<file path="src/sample_fifo.sv">
module sample_fifo #(
  parameter int DEPTH       = 32,
  parameter int AFULL_LEVEL = 24,
  parameter int WIDTH       = 129
) (
  input  logic                       clk,
  input  logic                       rst_n,
  // write side
  input  logic                       i_wr_en,
  input  logic [WIDTH-1:0]           i_wr_data,
  // read side, show-ahead
  input  logic                       i_rd_en,
  output logic [WIDTH-1:0]           o_rd_data,
  // status
  output logic                       o_empty,
  output logic                       o_afull,
  output logic [$clog2(DEPTH+1)-1:0] o_count
);

  localparam int PTR_W = $clog2(DEPTH);
  localparam int CNT_W = $clog2(DEPTH + 1);

  logic [WIDTH-1:0] mem [DEPTH];

  logic [PTR_W-1:0] wr_ptr;
  logic [PTR_W-1:0] rd_ptr;
  logic [CNT_W-1:0] count;
  logic             do_wr;
  logic             do_rd;

  // writes to a full fifo and reads from an empty one are dropped
  assign do_wr = i_wr_en && (count != CNT_W'(DEPTH));
  assign do_rd = i_rd_en && (count != '0);

  //********************
  // pointers and count
  always_ff @(posedge clk or negedge rst_n) begin
    if (!rst_n) begin
      wr_ptr <= '0;
    end else if (do_wr) begin
      if (wr_ptr == PTR_W'(DEPTH - 1)) begin
        wr_ptr <= '0;
      end else begin
        wr_ptr <= wr_ptr + 1'b1;
      end
    end
  end

  always_ff @(posedge clk or negedge rst_n) begin
    if (!rst_n) begin
      rd_ptr <= '0;
    end else if (do_rd) begin
      if (rd_ptr == PTR_W'(DEPTH - 1)) begin
        rd_ptr <= '0;
      end else begin
        rd_ptr <= rd_ptr + 1'b1;
      end
    end
  end

  always_ff @(posedge clk or negedge rst_n) begin
    if (!rst_n) begin
      count <= '0;
    end else begin
      case ({do_wr, do_rd})
        2'b10:   count <= count + 1'b1;
        2'b01:   count <= count - 1'b1;
        default: count <= count;
      endcase
    end
  end

  //********************
  // storage
  always_ff @(posedge clk) begin
    if (do_wr) begin
      mem[wr_ptr] <= i_wr_data;
    end
  end

  // head word visible without a read request
  assign o_rd_data = mem[rd_ptr];

  assign o_empty = (count == '0);
  assign o_afull = (count >= CNT_W'(AFULL_LEVEL));
  assign o_count = count;

endmodule

</file>
<file path="config.mk">
export PLATFORM = sky130hd
export DESIGN_NAME = sample_fifo
export DESIGN_NICKNAME = d
export VERILOG_FILES = /design/src/sample_fifo.sv
export SDC_FILE = /design/constraint.sdc
export NUM_CORES = 2
export LEC_CHECK = 0
export BUFFER_PORTS_ARGS = -buffer_cell sky130_fd_sc_hd__buf_2
export CAP_MARGIN = 5
export CORE_MARGIN = 1.5
export CORE_UTILIZATION = 25
export DETAILED_ROUTE_END_ITERATION = 8
export GPL_ROUTABILITY_DRIVEN = 0
export PLACE_DENSITY = 0.51
export SYNTH_ARGS = -nofsm -noshare
export SYNTH_HDL_FRONTEND = slang
export SYNTH_MEMORY_MAX_BITS = 65536
export SYNTH_SLANG_ARGS = --single-unit
</file>
<file path="constraint.sdc">
create_clock -name clk -period 9.45 [get_ports clk]
set_input_delay 0 -clock clk [delete_from_list [all_inputs] [get_ports clk]]
set_output_delay 0 -clock clk [all_outputs]
set_load 0.03 [all_outputs]
</file>
Yosys cells after proc, flatten, opt, wreduce, memory -nomap -nowiden
Memories as Yosys holds them, arrays and structs flattened.
Cells that the tools add are included.
Widths: inputs -> output; s select.
{ "word_totals": {"in_bits": 133, "ramBits": 4128, "register_bits": 16, "mem_count": 1, "elab_cells": 24, "out_inout_bits": 137} }
{ "classes": {"n_mux": 5, "n_addsub": 4, "reduce_logical": 5, "eq_ne": 5, "magnitude_cmp": 1} }
{ "memory_table": {"columns": ["name", "words", "width", "rd", "rd_ports_with_merged_regs", "wr", "line_no", "source"], "rows": [
  ["mem", 32, 129, 1, 0, 1, "23", "logic [WIDTH-1:0] mem [DEPTH];"]
]} }
{ "ops": {"columns": ["op", "count"], "rows": [
  ["$pmux 6 s2", 1],
  ["$add 5x1->5 const B", 2],
  ["$eq 5x5->1 const B", 2],
  ["$mux 5", 2],
  ["$add 6x1->6 const B", 1],
  ["$ge 6x5->1 const B", 1],
  ["$logic_not 6->1", 1],
  ["$ne 6x6->1 const B", 1],
  ["$reduce_bool 6->1", 1],
  ["$sub 6x1->6 const B", 1],
  ["$eq 2x1->1 const B", 1],
  ["$eq 2x2->1 const B", 1],
  ["$logic_and 1x1->1", 2],
  ["$mux 1", 2],
  ["$reduce_bool 2->1", 1]
]} }

Logic depth before layout (Yosys ltp)
{ "logic_depth": {"word_depth": 4, "mapped_depth": 11, "ltp_nobuf": 10} }

Least setup slack after synthesis
Ideal clock, no wire load.
{ "synth_path": {"path_kind": "register to register", "start": "register count[0], in the netlist o_count[0]", "end": "memory mem[31][0] (enable)", "setup_slack_ps": 2176, "required_ps": 8831, "arrival_ps": 6655, "n_path_buf": 1, "setup_ps": 619, "synth_period_minus_slack_ps": 7274, "path_stages_with_launch": 6, "cell_sequence": "dfrtp_1 -> or4_4 -> o31a_1 -> buf_2 -> nand2_1 -> nor2_1"} }
{ "synth_between": {"elab_chain_cells": 4} }
{ "synth_rtl": {"columns": ["item", "line_no", "source"], "rows": [
  ["from (decl)", "27", "logic [CNT_W-1:0] count;"],
  ["from (signal assigned)", "66", "2'b10: count <= count + 1'b1;"],
  ["from (signal assigned)", "67", "2'b01: count <= count - 1'b1;"],
  ["from (signal assigned)", "68", "default: count <= count;"],
  ["$ne 6x6->1", "32", "assign do_wr = i_wr_en && (count != CNT_W'(DEPTH));"],
  ["$logic_and 1x1->1", "32", null],
  ["$mux 1", "76", "if (do_wr) begin"],
  ["$mux 1 (implied by the code)", "77", "mem[wr_ptr] <= i_wr_data;"],
  ["to (decl)", "23", null]
]} }
No other way between the ends.

Final worst setup path
{ "layout_path": {"start": "register rd_ptr[2]", "end": "output o_rd_data[99]"} }
{ "layout_between": {"elab_chain_cells": 1} }
{ "layout_rtl": {"columns": ["item", "line_no", "source"], "rows": [
  ["from (decl)", "26", "logic [PTR_W-1:0] rd_ptr;"],
  ["from (signal assigned)", "56", "rd_ptr <= rd_ptr + 1'b1;"],
  ["$mem_v2 32x129", null, null],
  ["to (decl)", "13", "output logic [WIDTH-1:0] o_rd_data,"]
]} }
No other way between the ends.

==> flow_summary.rst <==
.. list-table::
   :header-rows: 1

   * - Metric
     - Value
   * - Switching part of the total power
     - 32.4%
   * - Skew final
     - 106 ps
   * - Routed via count divided by cell count
     - 4.68
   * - Outcome
     - completed
   * - Max-slew violation count
     - 0
   * - Top routing layer used
     - met5
   * - Synth warnings
     - 0
   * - Type of the worst min-delay path
     - in2reg
   * - Detailed Route WL
     - 458000 µm
   * - Critical Path Slowest Stage Cell
     - sky130_fd_sc_hd__a211oi_1
   * - Num rows
     - 290
   * - Leakage power
     - 56.7 nW
   * - Insertion delay to the later sink of the worst-skew pair
     - 1060 ps
   * - Distinct cells, synth
     - 55
   * - Number of synthesized flops with an enable pin
     - 4128
   * - Required time at the worst-slack endpoint
     - 9450 ps
   * - Number of maximum-capacitance violations
     - 0
   * - Sw Pwr
     - 17.2 mW
   * - Vias in the first global route
     - 78800
   * - Cells on worst reg2reg path
     - 6
   * - Setup repair after global routing missed its margin
     - false
   * - Reg-to-reg startpoint
     - o_count[0]
   * - Met3 wire length
     - 27300 µm
   * - Aggregate negative setup slack
     - 0 ps
   * - Critical R2R Capture
     - mem[16][60]
   * - Post-route insts no fill
     - 16300
   * - Starting density of the core
     - 25.1%
   * - Die Outline Area
     - 631000 µm²
   * - Synthesized area divided by synthesized cell count
     - 22.6 µm²
   * - Global route total overflow
     - 0
   * - Root Buffer
     - sky130_fd_sc_hd__clkbuf_16
   * - Die width
     - 794 µm
   * - Die boundary height
     - 794 µm
   * - # nets final
     - 7751
   * - HPWL after DPL
     - 232000 µm
   * - I/O pin count
     - 270
   * - # resized after CTS
     - 0
   * - Largest buffer count on any clock path
     - 4
   * - Crit path time final
     - 5860 ps
   * - Fraction of synthesis flops using an asynchronous set or reset pin
     - 0.386%
   * - Most frequent cell on the critical path
     - sky130_fd_sc_hd__buf_4
   * - Maximum clock frequency
     - 0.171 GHz
   * - Hold Fails Final Rpt
     - 0
   * - Total vias in the final route
     - 76300
   * - Clk pwr share
     - 31.3%
   * - Startpoint kind of the worst setup timing path
     - flip-flop
   * - Total internal power
     - 36.0 mW
   * - Worst path max stage delay
     - 950 ps
   * - Proportion of power drawn by flip-flops and latches
     - 40.6%
   * - Share of cells above drive strength 1
     - 23.7%
   * - Antenna violations before repair
     - 74
   * - Number of placed cells counting well taps
     - 15300
   * - Buffers inserted by post-CTS timing repair
     - 0
   * - Final antenna-violating net count
     - 0
   * - GR Util All Layers
     - 14.0%
   * - Footprint of the flip-flops and latches
     - 124000 µm²
   * - Type of the worst setup path
     - reg2out
   * - Port Buffer Count
     - 269
   * - Sum of routed wire segments on met1
     - 192000 µm
   * - Standard cell core area
     - 624000 µm²
   * - Starting DRT DRC Count
     - 7558
   * - Worst hold path startpoint
     - i_wr_data[45]
   * - Cell breakdown of the critical path
     - buf_4 > buf_4 > nor2_1 > nand2_2 > o22ai_1 > a211oi_1 > buf_2
   * - Reg2Reg Setup Slack
     - 4700 ps
   * - Layout-stage area growth over the synthesis result
     - 17.6%
   * - Maximum level of the CTS H-tree
     - 5
   * - Combinational share of power
     - 28.1%
   * - Worst ir drop on vdd
     - 0.000255 V
   * - Most frequent cells in the layout
     - sky130_fd_sc_hd__edfxtp_1 (4128), sky130_fd_sc_hd__mux4_2 (775), sky130_fd_sc_hd__mux2i_1 (517)
   * - Fill cell instance count of the final layout
     - 60100
   * - Pre-antenna DRT Iters
     - 5
   * - P per Cell Area
     - 289 nW/µm²
   * - Multi-input gate area in the final layout
     - 30300 µm²
   * - Clock-pin slew on the worst setup and hold paths
     - 60 ps
   * - Wire length of the first global-routing pass
     - 633000 µm
   * - Leading cell type in the layout, fill and taps excluded
     - sky130_fd_sc_hd__edfxtp_1
   * - Number of setup violations in the final report
     - 0
   * - Post-synthesis net count
     - 7070
   * - Number of storage elements in the synthesis netlist
     - 4144
   * - TritonCTS sink count
     - 4144
   * - CTS hold repair buffers
     - 200
   * - Critical Path End Type
     - primary output
   * - Worst Hold Path EP
     - mem[9][45]
   * - Mean routed wirelength per cell
     - 28.1 µm
   * - Slew of the pin with the lowest slew margin
     - 1290 ps
   * - Data arrival time of the critical path
     - 5860 ps
   * - Post-synthesis cell area
     - 157000 µm²
   * - Fin crit share
     - 62.0%
   * - Post-synth top flop
     - sky130_fd_sc_hd__edfxtp_1
   * - Clock buffer count from CTS
     - 435
   * - Worst hold slack
     - 77.1 ps
   * - Number of stages on the worst hold path
     - 2
   * - Clock tree from TritonCTS
     - yes
   * - Relative slew margins
     - 14.2%
   * - # DRC
     - 0
   * - Cells after synthesis
     - 6924
   * - Met2 routed wirelength
     - 228000 µm
   * - Maximum number of pins on one net before global-route repair
     - 132
   * - Sequential share of the synthesized area
     - 79.4%
   * - Worst-path maximum fanout
     - 49
==> state kept, by name, summed over array words and instances (netlist names) <==
name     count
wr_ptr       5
rd_ptr       5
mem       4128
o_count      6
==> cells in the mapped netlist (32+ instances only) <==
cell / count / area, µm²
sky130_fd_sc_hd__edfxtp_1: 4128 / 124000
sky130_fd_sc_hd__mux4_2: 775 / 17500
sky130_fd_sc_hd__mux2i_1: 517 / 5170
sky130_fd_sc_hd__a22oi_1: 225 / 1690
sky130_fd_sc_hd__o22ai_1: 208 / 1300
sky130_fd_sc_hd__clkbuf_1: 150 / 563
sky130_fd_sc_hd__a211oi_1: 140 / 1050
sky130_fd_sc_hd__buf_2: 126 / 631
sky130_fd_sc_hd__nand2_1: 85 / 319
sky130_fd_sc_hd__a21oi_1: 81 / 405
sky130_fd_sc_hd__o221ai_1: 81 / 709
sky130_fd_sc_hd__buf_4: 74 / 556
sky130_fd_sc_hd__nor2_1: 72 / 270
sky130_fd_sc_hd__buf_6: 39 / 439
sky130_fd_sc_hd__nor4_1: 35 / 219
sky130_fd_sc_hd__a22o_1: 32 / 280
sky130_fd_sc_hd__o22a_1: 32 / 280
==> power by group through the flow <==
stage | combinational [mW] | clock, mW | sequential, mW
after global routing | 15.9 | 17.7 | 21.7
after CTS | 15.5 | 17.1 | 21.7
after detailed placement | 15.4 | 0 | 22.0
after floorplan | 9.80 | 0 | 22.0
final | 15.0 | 16.7 | 21.6
after global placement | 15.3 | 0 | 22.0
==> worst max path at each step <==
| stage | to | from | depth (start not counted) |
|---|---|---|---|
| 2_1_floorplan | mem[31][0] | o_count[0] | 5 |
| 3_3_place_gp | o_rd_data[99] | rd_ptr[2] | 7 |
| 3_5_place_dp | o_rd_data[99] | rd_ptr[2] | 7 |
| 4_1_cts | o_rd_data[99] | rd_ptr[2] | 7 |
| 5_1_grt | o_rd_data[99] | rd_ptr[2] | 7 |
| 6_report | o_rd_data[99] | rd_ptr[2] | 7 |
==> per-layer routing <==
metal / up-vias / global-route usage [%]
met5: - / 0
met3: 654 / 2.36
li1: 31100 / -
met2: 2602 / 24.1
met1: 42000 / 18.6
met4: 12 / 3.06
==> kinds of logic (layout without fill, tap and decap cells) <==
logic type	after synthesis	in the layout	share of synthesized area (%)
flip-flops	4144	4144	79.4
multiplexers	1294	1294	14.5
AO/OA/AOI/OAI	826	826	3.80
buffers and inverters	408	1457	1.45
AND/OR/NAND/NOR	236	236	0.734
adder cells (fa/ha/maj)	13	13	0.109
XOR/XNOR	3	3	0.0168
other	0	9	0
==> area by class of cell <==
cell class / instances / area share [%]
diodes: 9 / 0.0122
well taps: 8322 / 5.65
clock inverters: 277 / 1.41
clock buffers: 528 / 6.12
multi-input cells: 2372 / 16.5
inverters: 9 / 0.0190
flip-flops and latches: 4144 / 67.5
repair buffers: 643 / 2.79
==> per-stage QoR <==
| stage | worst slack (ps) | instance area [µm²] | power [mW] | util, % |
|---|---|---|---|---|
| global placement | 4570 | 168000 | 37.3 | 27.0 |
| floorplan | 2180 | 157000 | 31.8 | - |
| global route | 3400 | 184000 | 55.4 | 29.5 |
| finish | 3590 | 184000 | 53.3 | 29.5 |
| CTS | 3500 | 184000 | 54.2 | 29.5 |
| detailed placement | 4580 | 168000 | 37.4 | 27.0 |
==> worst max-delay path, delay by kind of cell (launching register included) <==
family | cells | cell delay, ps
AO/OA/AOI/OAI | 2 | 1150
flip-flops | 1 | 920
AND/OR/NAND/NOR | 2 | 850
buffers and inverters | 3 | 1860
Note: power is estimated with default switching activity, not from simulation.
