$ cat src/frame_rd_pkg.sv
package frame_rd_pkg;

  //********************
  // axi4 read bus widths
  localparam int DATA_W  = 128;
  localparam int ADDR_W  = 16;
  localparam int ID_W    = 4;
  localparam int LEN_W   = 8;
  localparam int SIZE_W  = 3;
  localparam int BURST_W = 2;
  localparam int RESP_W  = 2;

  //********************
  // axi4 codes
  localparam logic [BURST_W-1:0] BURST_INCR = 2'b01;
  localparam logic [RESP_W-1:0]  RESP_OKAY  = 2'b00;

  // single fixed read id, no reordering
  localparam logic [ID_W-1:0] RD_ID = 4'd1;

  // full-width beats only
  localparam int BYTES_PER_WORD = DATA_W / 8;
  localparam logic [SIZE_W-1:0] SIZE_CODE = SIZE_W'($clog2(BYTES_PER_WORD));

  //********************
  // default frame geometry
  localparam int DEF_FRAME_BEATS = 64;
  localparam int DEF_BURST_LEN   = 8;
  localparam int DEF_BASE_ADDR   = 0;

  // sample fifo must hold at least two bursts
  localparam int DEF_FIFO_DEPTH  = 32;

  // memory model
  localparam int DEF_MEM_WORDS   = 256;
  localparam int DEF_RD_LATENCY  = 2;

endpackage

$ cat src/axi_frame_rd_master.sv
module axi_frame_rd_master #(
  parameter int FRAME_BEATS = 64,
  parameter int BURST_LEN   = 8,
  parameter int BASE_ADDR   = 0
) (
  input  logic                               clk,
  input  logic                               rst_n,
  input  logic                               i_start,
  input  logic                               i_fifo_afull,
  // ar channel
  output logic                               o_arvalid,
  input  logic                               i_arready,
  output logic [frame_rd_pkg::ADDR_W-1:0]    o_araddr,
  output logic [frame_rd_pkg::LEN_W-1:0]     o_arlen,
  output logic [frame_rd_pkg::SIZE_W-1:0]    o_arsize,
  output logic [frame_rd_pkg::BURST_W-1:0]   o_arburst,
  output logic [frame_rd_pkg::ID_W-1:0]      o_arid,
  // r channel
  input  logic                               i_rvalid,
  output logic                               o_rready,
  input  logic [frame_rd_pkg::DATA_W-1:0]    i_rdata,
  input  logic                               i_rlast,
  input  logic [frame_rd_pkg::RESP_W-1:0]    i_rresp,
  input  logic [frame_rd_pkg::ID_W-1:0]      i_rid,
  // toward sample fifo
  output logic                               o_wr_en,
  output logic [frame_rd_pkg::DATA_W-1:0]    o_wr_data,
  output logic                               o_wr_last
);
  import frame_rd_pkg::*;

  localparam int CNT_W = $clog2(FRAME_BEATS + 1);
  localparam logic [ADDR_W-1:0] BURST_BYTES = ADDR_W'(BURST_LEN * BYTES_PER_WORD);

  logic              start_meta;
  logic              start_sync;
  logic              start_prev;
  logic              start_rise;
  logic              run;
  logic              busy;
  logic              issue;
  logic              ar_hs;
  logic              rd_hs;
  logic              beat_ok;
  logic              frame_end;
  logic [ADDR_W-1:0] addr_q;
  logic [CNT_W-1:0]  beat_cnt;

  //********************
  // start sync and edge detect
  always_ff @(posedge clk or negedge rst_n) begin
    if (!rst_n) begin
      start_meta <= 1'b0;
      start_sync <= 1'b0;
      start_prev <= 1'b0;
    end else begin
      start_meta <= i_start;
      start_sync <= start_meta;
      start_prev <= start_sync;
    end
  end

  assign start_rise = start_sync & ~start_prev;

  // edges seen mid-frame are dropped
  always_ff @(posedge clk or negedge rst_n) begin
    if (!rst_n) begin
      run <= 1'b0;
    end else if (start_rise && !run) begin
      run <= 1'b1;
    end else if (frame_end) begin
      run <= 1'b0;
    end
  end

  //********************
  // ar channel
  assign ar_hs = o_arvalid & i_arready;

  // wait for the last beat of the previous burst to land in the fifo,
  // so the afull level seen here is final
  assign issue = run & ~busy & ~o_wr_en & ~i_fifo_afull;

  always_ff @(posedge clk or negedge rst_n) begin
    if (!rst_n) begin
      o_arvalid <= 1'b0;
      busy      <= 1'b0;
    end else if (issue) begin
      o_arvalid <= 1'b1;
      busy      <= 1'b1;
    end else begin
      if (ar_hs) begin
        o_arvalid <= 1'b0;
      end
      if (rd_hs && i_rlast) begin
        busy <= 1'b0;
      end
    end
  end

  // next burst address, bumped once the request is taken
  always_ff @(posedge clk or negedge rst_n) begin
    if (!rst_n) begin
      addr_q <= ADDR_W'(BASE_ADDR);
    end else if (start_rise && !run) begin
      addr_q <= ADDR_W'(BASE_ADDR);
    end else if (ar_hs) begin
      addr_q <= addr_q + BURST_BYTES;
    end
  end

  assign o_araddr  = addr_q;
  assign o_arlen   = LEN_W'(BURST_LEN - 1);
  assign o_arsize  = SIZE_CODE;
  assign o_arburst = BURST_INCR;
  assign o_arid    = RD_ID;

  //********************
  // r channel
  assign o_rready  = run;
  assign rd_hs     = i_rvalid & o_rready;
  // foreign id or error beats are not forwarded
  assign beat_ok   = rd_hs & (i_rid == RD_ID) & (i_rresp == RESP_OKAY);
  assign frame_end = beat_ok & (beat_cnt == CNT_W'(FRAME_BEATS - 1));

  always_ff @(posedge clk or negedge rst_n) begin
    if (!rst_n) begin
      beat_cnt <= '0;
    end else if (start_rise && !run) begin
      beat_cnt <= '0;
    end else if (beat_ok) begin
      beat_cnt <= beat_cnt + 1'b1;
    end
  end

  // one cycle register stage into the fifo
  always_ff @(posedge clk or negedge rst_n) begin
    if (!rst_n) begin
      o_wr_en <= 1'b0;
    end else begin
      o_wr_en <= beat_ok;
    end
  end

  always_ff @(posedge clk) begin
    if (beat_ok) begin
      o_wr_data <= i_rdata;
      o_wr_last <= frame_end;
    end
  end

endmodule

$ cat config.mk
export PLATFORM = sky130hd
export DESIGN_NAME = axi_frame_rd_master
export DESIGN_NICKNAME = d
export VERILOG_FILES = /design/src/frame_rd_pkg.sv /design/src/axi_frame_rd_master.sv
export SDC_FILE = /design/constraint.sdc
export NUM_CORES = 1
export LEC_CHECK = 0
export BUFFER_PORTS_ARGS = -buffer_cell sky130_fd_sc_hd__buf_4
export CAP_MARGIN = 20
export CORE_AREA = 2 2 120 122
export DETAILED_ROUTE_END_ITERATION = 10
export DIE_AREA = 0 0 122 124
export PLACE_DENSITY = 0.75
export SLEW_MARGIN = 40
export SYNTH_ARGS = -nofsm -noshare
export SYNTH_HDL_FRONTEND = slang
export SYNTH_SLANG_ARGS = --single-unit
$ cat constraint.sdc
create_clock -name clk -period 9.3 [get_ports clk]
set_input_delay 1.395 -clock clk [delete_from_list [all_inputs] [get_ports clk]]
set_output_delay 1.395 -clock clk [all_outputs]
set_load 0.02 [all_outputs]
* Word-level counts from Yosys, hierarchy flattened
Cells that the tools add are included.
** Storage, ports and cells
- Bits in registers :: 159
- Bits in writable memories :: 0
- Word-level logic and storage cells :: 47
- Bits in read-only memories :: 0
- Memories :: 0
- Latch bits :: 0
- Input port bits :: 141
** Cells by class
- Reductions and logical operators :: 9
- Muxes and demuxes :: 10
- Shift-type cells :: 0
- Equal/unequal tests :: 2
- Multipliers :: 0
- $add $sub $neg :: 2
- Order comparisons :: 0
- Bitwise logic cells :: 13
- Div/mod/pow operators :: 0
** Operators by type and width (count)
- $mux W16 :: 2
- $add A16 B8 Y16 const B :: 1
- $mux W7 :: 2
- $reduce_bool A2 Y1 :: 5
- $and A1 B1 Y1 :: 9
- $add A7 B1 Y7 const B :: 1
- $eq A7 B6 Y1 const B :: 1
- $mux W1 :: 6
- $eq A4 B1 Y1 const B :: 1
- $not A1 Y1 :: 4
- $logic_and A1 B1 Y1 :: 2
- $logic_not A2 Y1 :: 1
- $logic_not A1 Y1 :: 1

* Longest topological paths before layout
Gate-level depths: netlist of run 1.
- Depth in word-level cells :: 6
- Gate-level depth with buffers :: 4
- Mapped depth without buffers :: 4

* Worst setup path after synthesis of run 1
Ideal clock, no wire load.
- Path type :: in2reg
- Start point :: input i_rid[3] (netlist bit)
- End point :: register o_wr_en
- Setup slack :: 1.147 ns
- Arrival time :: 7.461 ns
- Stages on the path :: 3
- Path buffers :: 1
- Cell sequence :: or4b_4 buf_6 nor2_1
** On the way
- Word-level cells in the longest chain between the ends :: 3
** RTL lines
- from (decl) :: line axi_frame_rd_master.sv:24 : input logic [frame_rd_pkg::ID_W-1:0] i_rid,
- $eq A4 B1 Y1 :: line axi_frame_rd_master.sv:123 : assign beat_ok = rd_hs & (i_rid == RD_ID) & (i_rresp == RESP_OKAY);
- $and A1 B1 Y1 (2 in series) :: line axi_frame_rd_master.sv:123
- via beat_ok :: line axi_frame_rd_master.sv:44 : logic beat_ok;
- to (signal assigned) :: line axi_frame_rd_master.sv:141 : o_wr_en <= beat_ok;
- to (decl) :: line axi_frame_rd_master.sv:26 : output logic o_wr_en,
The timed path passes the listed nets, and every way through them passes these cells.
A chain may end at the register's enable or synchronous reset.

* Worst setup path after layout of run 1
- Start point :: input i_rid[3] (netlist bit)
- End point :: register o_wr_data[112] (netlist bit) (enable)
** On the way
- Word-level cells in the longest chain between the ends :: 3
** RTL lines
- $eq A4 B1 Y1 :: line axi_frame_rd_master.sv:123
- $and A1 B1 Y1 (2 in series) :: line axi_frame_rd_master.sv:123
- via beat_ok :: line axi_frame_rd_master.sv:44
- to (signal assigned) :: line axi_frame_rd_master.sv:147 : o_wr_data <= i_rdata;
- to (decl) :: line axi_frame_rd_master.sv:27 : output logic [frame_rd_pkg::DATA_W-1:0] o_wr_data,
The timed path passes the listed nets, and every way through them passes these cells.

==> metrics.md, run 1 <==
| Metric | Value |
|---|---|
| Cts bufs inserted | 17 |
| H-tree levels | 4 |
| Tmin final | 2920 ps |
| Worst setup SP type | input pin |
| Root buffer cell | clkbuf_16 |
| Yosys cell types | 29 |
| Dominant register cell in the synthesized netlist | edfxtp_1 |
| Arrival @ worst endpoint | 2960 ps |
| Cell Area, Synth | 0.00515 mm² |
| Pre-Repair DR Iteration Count | 6 |
| Share of the synthesized area in the top cell type | 0.752 |
| #FFs+latches synth | 152 |
| Initial core utilization | 0.375 |
| Core area | 0.0137 mm² |
| RSZ-0062 raised after global routing | false |
| Routed wire per std cell | 18.3 µm |
| Hold WS | 352 ps |
| Final critical-path share of the clock period | 0.314 |
| Post_cts resized | 0 |
| Kind of critical path | in2reg |
| WP data required | 9340 ps |
| Post-synth EDFFs | 129 |
| Vias in the first global route | 3292 |
| CP Max Fanout | 65 |
| Worst Skew | 6.31 ps |
| Num Clock Sinks | 152 |
| Share of post-route cells with drive strength above 1 | 0.556 |
| Initial DRC count | 247 |
| Final-report setup violation count | 0 |
| Tightest Hold Check Type | reg2reg |
| VDD IR max | 127 µV |
| Worst r2r src | o_rready |
| Worst slack at placement | 5940 ps |
| Placed Cells | 722 |
| Congestion Overflow GR | 0 |
| Pleak | 3.34 nW |
| Ant. Diodes | 0 |
| Final WL | 13800 µm |
| Clk_lat worst skew | 420 ps |
| Via/cell ratio | 4.55 |
| Hpwl dp | 10300 µm |
| Top cells by area, synth | edfxtp_1 75%, dfrtp_1 11%, buf_4 3.5%, a21oi_1 1.1%, or4_1 1.0% |
| FFs w/ async S/R, synth | 0.151 |
| FILL cells | 1071 |
| Fmax | 343 MHz |
| Gr busiest metal | met2 |
| Gate Count Post-Synth | 263 |
| Yosys top cell by area | edfxtp_1 |
| Slew Viols, Final | 0 |
| Post-CTS Hold Buffers | 0 |
| Normalized max-slew margin | 0.469 |
| Die H | 124 µm |
| Gr usage total | 0.171 |
| Post-CTS Setup Bufs | 0 |
| Max cap viols | 0 |
| Chip Width | 122 µm |
| Post-Layout Cell Count | 754 |
| M2 GR Usage | 0.303 |
| I/O pins | 306 |
| Met3 GRT Util | 0.0865 |
| Yosys warning total | 0 |
| ANT nets after route | 0 |
| First-pass GRT wire length | 18500 µm |
| CTS tree | done |
| Status | completed |
| Area grow syn2layout | 55.7% |
| Reg clk slew, reported paths | 60 ps |
| Via count | 3427 |
| Syn avg cell area | 19.6 µm² |
| GRT met1 Usage | 0.172 |
| Post-synthesis sequential area ratio | 0.864 |
| # nets final | 704 |
| Die Area | 0.0151 mm² |
| CP Capture Type | flop |
| Row count | 43 |
| Final hold vios | 0 |
| Clock buffer depth | 2 |
| Power density over the cells | 201 mW/mm² |
| RePlAce Congestion | 0.746 |
| Antenna violations before repair | 0 |
| Setup TNS | 0 ps |
| Largest net degree at the start of global routing | 66 |
| Least-Margin Pin Slew | 796 ps |
| Post-route DRC | 0 |
| Worst Slack Setup Final | 6380 ps |
| CP Launch Point | i_rid[3] |
| Hold path start | start_meta |
| PortBufs | 281 |
## synth_stat cells, drive strengths merged (4+ instances only)
| library cell | count |
|---|---|
| inv | 7 |
| buf | 25 |
| or4 | 7 |
| a21oi | 11 |
| edfxtp | 129 |
| nand2 | 10 |
| o21ai | 6 |
| o31ai | 6 |
| or3 | 4 |
| nand3 | 8 |
| dfrtp | 23 |
## where the power goes
group / switching (mW) / internal (mW) / leakage (nW)
Combinational: 0.0619 / 0.0651 / 1.60
Sequential: 0.0185 / 0.756 / 1.44
Clock: 0.282 / 0.429 / 0.302
Total: 0.362 / 1.25 / 3.34
## final timing paths
| path | endpoint | slack (ps) | cells after the start |
|---|---|---|---|
| setup / recovery | o_wr_data[112] | 6380 | 4 |
| hold / removal | start_sync | 350 | 0 |
| setup reg to reg | o_wr_data[112] | 7060 | 3 |
| hold reg to reg | start_sync | 350 | 0 |
| max in group asynchronous | o_araddr[12] | 8210 | 1 |
| min in group asynchronous | o_araddr[9] | 860 | 1 |
## per-layer routing
metal / routed length [µm] / vias to the layer above
met5: 0 / -
met4: 233 / 0
met3: 1590 / 16
met2: 7460 / 194
met1: 4540 / 1659
li1: - / 1558
## final cells by class
cell class	count	area [µm²]	area share
sequential	152	4450	0.555
timing repair buffer	284	2140	0.266
multi-input combinational	99	566	0.0705
clock buffer	17	425	0.0531
tap	180	225	0.0281
clock inverter	15	189	0.0236
inverter	7	26.3	0.00328
## cells in the final DEF, fill, tap and decap left out, types with 2 or more instances in the layout
master     count
a21oi_1       11
buf_4        283
bufinv_16      3
clkbuf_16     17
clkinv_2       2
conb_1        24
dfrtp_1       23
edfxtp_1     129
ha_1           2
inv_1          7
inv_6          4
inv_8          3
mux2i_1        3
nand2_1       10
nand3_1        8
nand4_1        3
nor2_1         2
nor4_1         3
o21ai_0        5
o31ai_1        6
or3_1          3
or4_1          7
xor2_1         2
## critical path, stage by stage
cell    delay, ps
buf_4         110
or4b_4        620
nor2_4        150
buf_4         650
## sequential cells by signal (all words and copies together) (netlist names)
register	flops
beat_cnt	7
o_rready	1
o_wr_en	1
start_meta	1
o_arvalid	1
o_wr_last	1
o_araddr	9
start_sync	1
start_prev	1
o_wr_data	128
busy	1
## per-stage QoR
step	total power, mW	area, µm²	util
3_5_place_dp	0.916	7400	0.539
6_report	1.61	8020	0.584
2_1_floorplan	0.845	5230	-
4_1_cts	1.63	8010	0.584
3_3_place_gp	0.909	7400	0.539
5_1_grt	1.67	8020	0.584
## kinds of logic after synthesis
logic type | Yosys count | synth area share
compound gates | 23 | 0.0253
flops | 152 | 0.864
xor+xnor | 2 | 0.00340
mux | 3 | 0.00583
simple gates | 45 | 0.0515
fa+ha+maj | 2 | 0.00486
other cells | 2 | 0.00146
buf+inv | 34 | 0.0437
Power figures use the tool's default switching activity.
==> inputs of run 2 (changes only) <==
Settings changed: ABC_AREA set to 1, PLACE_DENSITY 0.75 to 0.77.
Clock period 9.3 ns to 2.8 ns, I/O delays scaled along.
==> metrics.md, run 2 <==
| Metric | Value |
|---|---|
| Status | completed |
| Initial DRC count | 256 |
| Num Clock Sinks | 152 |
| List of most frequent post-synthesis cells | 129 x edfxtp_1, 35 x nand2_1, 24 x buf_4, 23 x dfrtp_1, 21 x inv_1 |
| Cts bufs inserted | 17 |
| Normalized max-slew margin | 0.656 |
| Hold WS | 115 ps |
| CTS tree | done |
| Syn avg cell area | 17.4 µm² |
| Most common cell after layout, fill and taps aside | buf_4 |
| Post-route DRC | 0 |
| Pre-Repair DR Iteration Count | 5 |
| Reg clk slew, reported paths | 60 ps |
| Met3 WL | 1450 µm |
| Clk_lat worst skew | 410 ps |
| Clock buffer depth | 2 |
| Largest net degree at the start of global routing | 94 |
| Least-Margin Pin Slew | 516 ps |
| #FFs+latches synth | 152 |
| Die H | 124 µm |
| Worst setup SP type | flop |
| First-pass GRT wire length | 19100 µm |
| Slew Viols, Final | 0 |
| Commonest non-fill, non-tap cells in the layout | 283 x buf_4, 129 x edfxtp_1, 35 x nand2_1 |
| Yosys top cell by area | edfxtp_1 |
| H-tree levels | 4 |
| ANT nets after route | 0 |
| Dominant register cell in the synthesized netlist | edfxtp_1 |
| Reg2Reg Depth | 5 |
| Power density over the cells | 646 mW/mm² |
| Final WL | 14300 µm |
| Post-synth EDFFs | 129 |
| Gr usage total | 0.178 |
| Gate Count Post-Synth | 305 |
| R2r setup slk | 1020 ps |
| Metal2 WL | 7710 µm |
| Max layer used | met4 |
| Kind of critical path | reg2reg |
| Antenna violations before repair | 0 |
| Share of post-route cells with drive strength above 1 | 0.542 |
| Fin area | 0.00815 mm² |
| I/O pins | 306 |
| RePlAce Congestion | 0.813 |
| Worst r2r src | o_rready |
| Tmin final | 1780 ps |
| CP Max Fanout | 93 |
| Worst slack at placement | 918 ps |
| Cell Area, Synth | 0.00531 mm² |
| Fmax | 561 MHz |
| Worst Skew | 7.80 ps |
| PortBufs | 281 |
| Yosys cell types | 28 |
| FFs w/ async S/R, synth | 0.151 |
| Critical Path Sink | o_wr_data[68] |
| Yosys warning total | 0 |
| Die Area | 0.0151 mm² |
| Root buffer cell | clkbuf_16 |
| Share of the synthesized area in the top cell type | 0.730 |
| Tightest Hold Check Type | in2reg |
| Initial core utilization | 0.387 |
| Final-report setup violation count | 0 |
| Metal-1 WL | 4640 µm |
| Routed wire per std cell | 17.9 µm |
| Largest register FFs | 128 |
| RR Endpoint | o_wr_data[68] |
| Chip Width | 122 µm |
| Post-synthesis sequential area ratio | 0.838 |
| Max cap viols | 0 |
| Area grow syn2layout | 53.5% |
| CP Capture Type | flop |
| Final hold vios | 0 |
| Hpwl dp | 11000 µm |
| Vias in the first global route | 3425 |
| VDD IR max | 450 µV |
| # nets final | 749 |
| Arrival @ worst endpoint | 1830 ps |
| Ant. Diodes | 0 |
| Top cells by area, synth | edfxtp_1 73%, dfrtp_1 11%, buf_4 3.4%, nand2_1 2.5%, inv_1 1.5% |
| Worst Slack Setup Final | 1020 ps |
| Register bank with the most flops | o_wr_data |
| Top-count cell post-synth | edfxtp_1 |
| Via/cell ratio | 4.49 |
| Via count | 3580 |
| CP Launch Point | o_rready |
| Pleak | 3.59 nW |
| Core area | 0.0137 mm² |
| WP data required | 2840 ps |
| RSZ-0062 raised after global routing | false |
| Congestion Overflow GR | 0 |
| Setup TNS | 0 ps |
| Row count | 43 |
| Placed Area | 0.00758 mm² |
| Final critical-path share of the clock period | 0.637 |
## run 2: changes by cell type in the layout (fill, tap and decap cells not counted), moves of 6 or more
cell	before	now
nand2_2	0	7
or4_1	7	0
a21oi_1	11	4
nor2_1	2	15
inv_1	7	21
o31ai_1	6	0
nand2_1	10	35
## run 2: metal layers
layer,track usage,vias up
li1,-,1629
met1,0.172,1727
met2,0.316,190
met3,0.0838,34
met4,0.0898,0
met5,0,-
## run 2: area by class of cell
class                           count  area, µm²
Clock buffer                       20        437
Clock inverter                     11        124
Fill cell                        1079       5570
Inverter                           23       86.3
Multi-Input combinational cell    127        671
Sequential cell                   152       4450
Tap cell                          180        225
Timing Repair Buffer              285       2150
## run 2: power breakdown
group          switching, mW  internal, mW
Sequential            0.0650          2.52
Combinational          0.267         0.251
Clock                  0.854          1.31
Total                   1.19          4.08
## run 2: critical path: stages, from the launching register on
cell	delay [ps]
dfrtp_2	410
nand2_2	70
inv_2	80
nand2_2	70
nor2_4	280
buf_12	400
## run 2: repair_timing
item,CTS,global route
hold buffers,1,0
endpoints found under the setup margin,0,0
gates resized for setup,0,0
buffers inserted,0,0
hold endpoints to repair,23,0
## run 2: through the flow
stage,std cells,power (mW),utilization
after global placement,766,3.13,0.552
after CTS,798,5.32,0.594
after detailed placement,766,3.15,0.552
final,798,5.27,0.594
after global routing,798,5.46,0.594
after floorplan,327,2.89,-
## run 2: logic make-up after synthesis
group | count (synthesis) | share of synthesized area
DFF | 152 | 0.838
and+or+nand+nor | 85 | 0.0844
buffers and inverters | 48 | 0.0511
AOI/OAI and AO/OA | 14 | 0.0170
xor gates and xnor gates | 2 | 0.00330
adders and majority gates | 2 | 0.00471
other | 2 | 0.00141
## run 2: worst min path at each step
stage	start	cells past startpoint	end
after floorplan	rst_n	0	beat_cnt[0]
after global placement	rst_n	1	o_araddr[15]
after detailed placement	rst_n	1	o_araddr[15]
after CTS	i_start	1	start_meta
after global routing	i_start	1	start_meta
final	i_start	1	start_meta
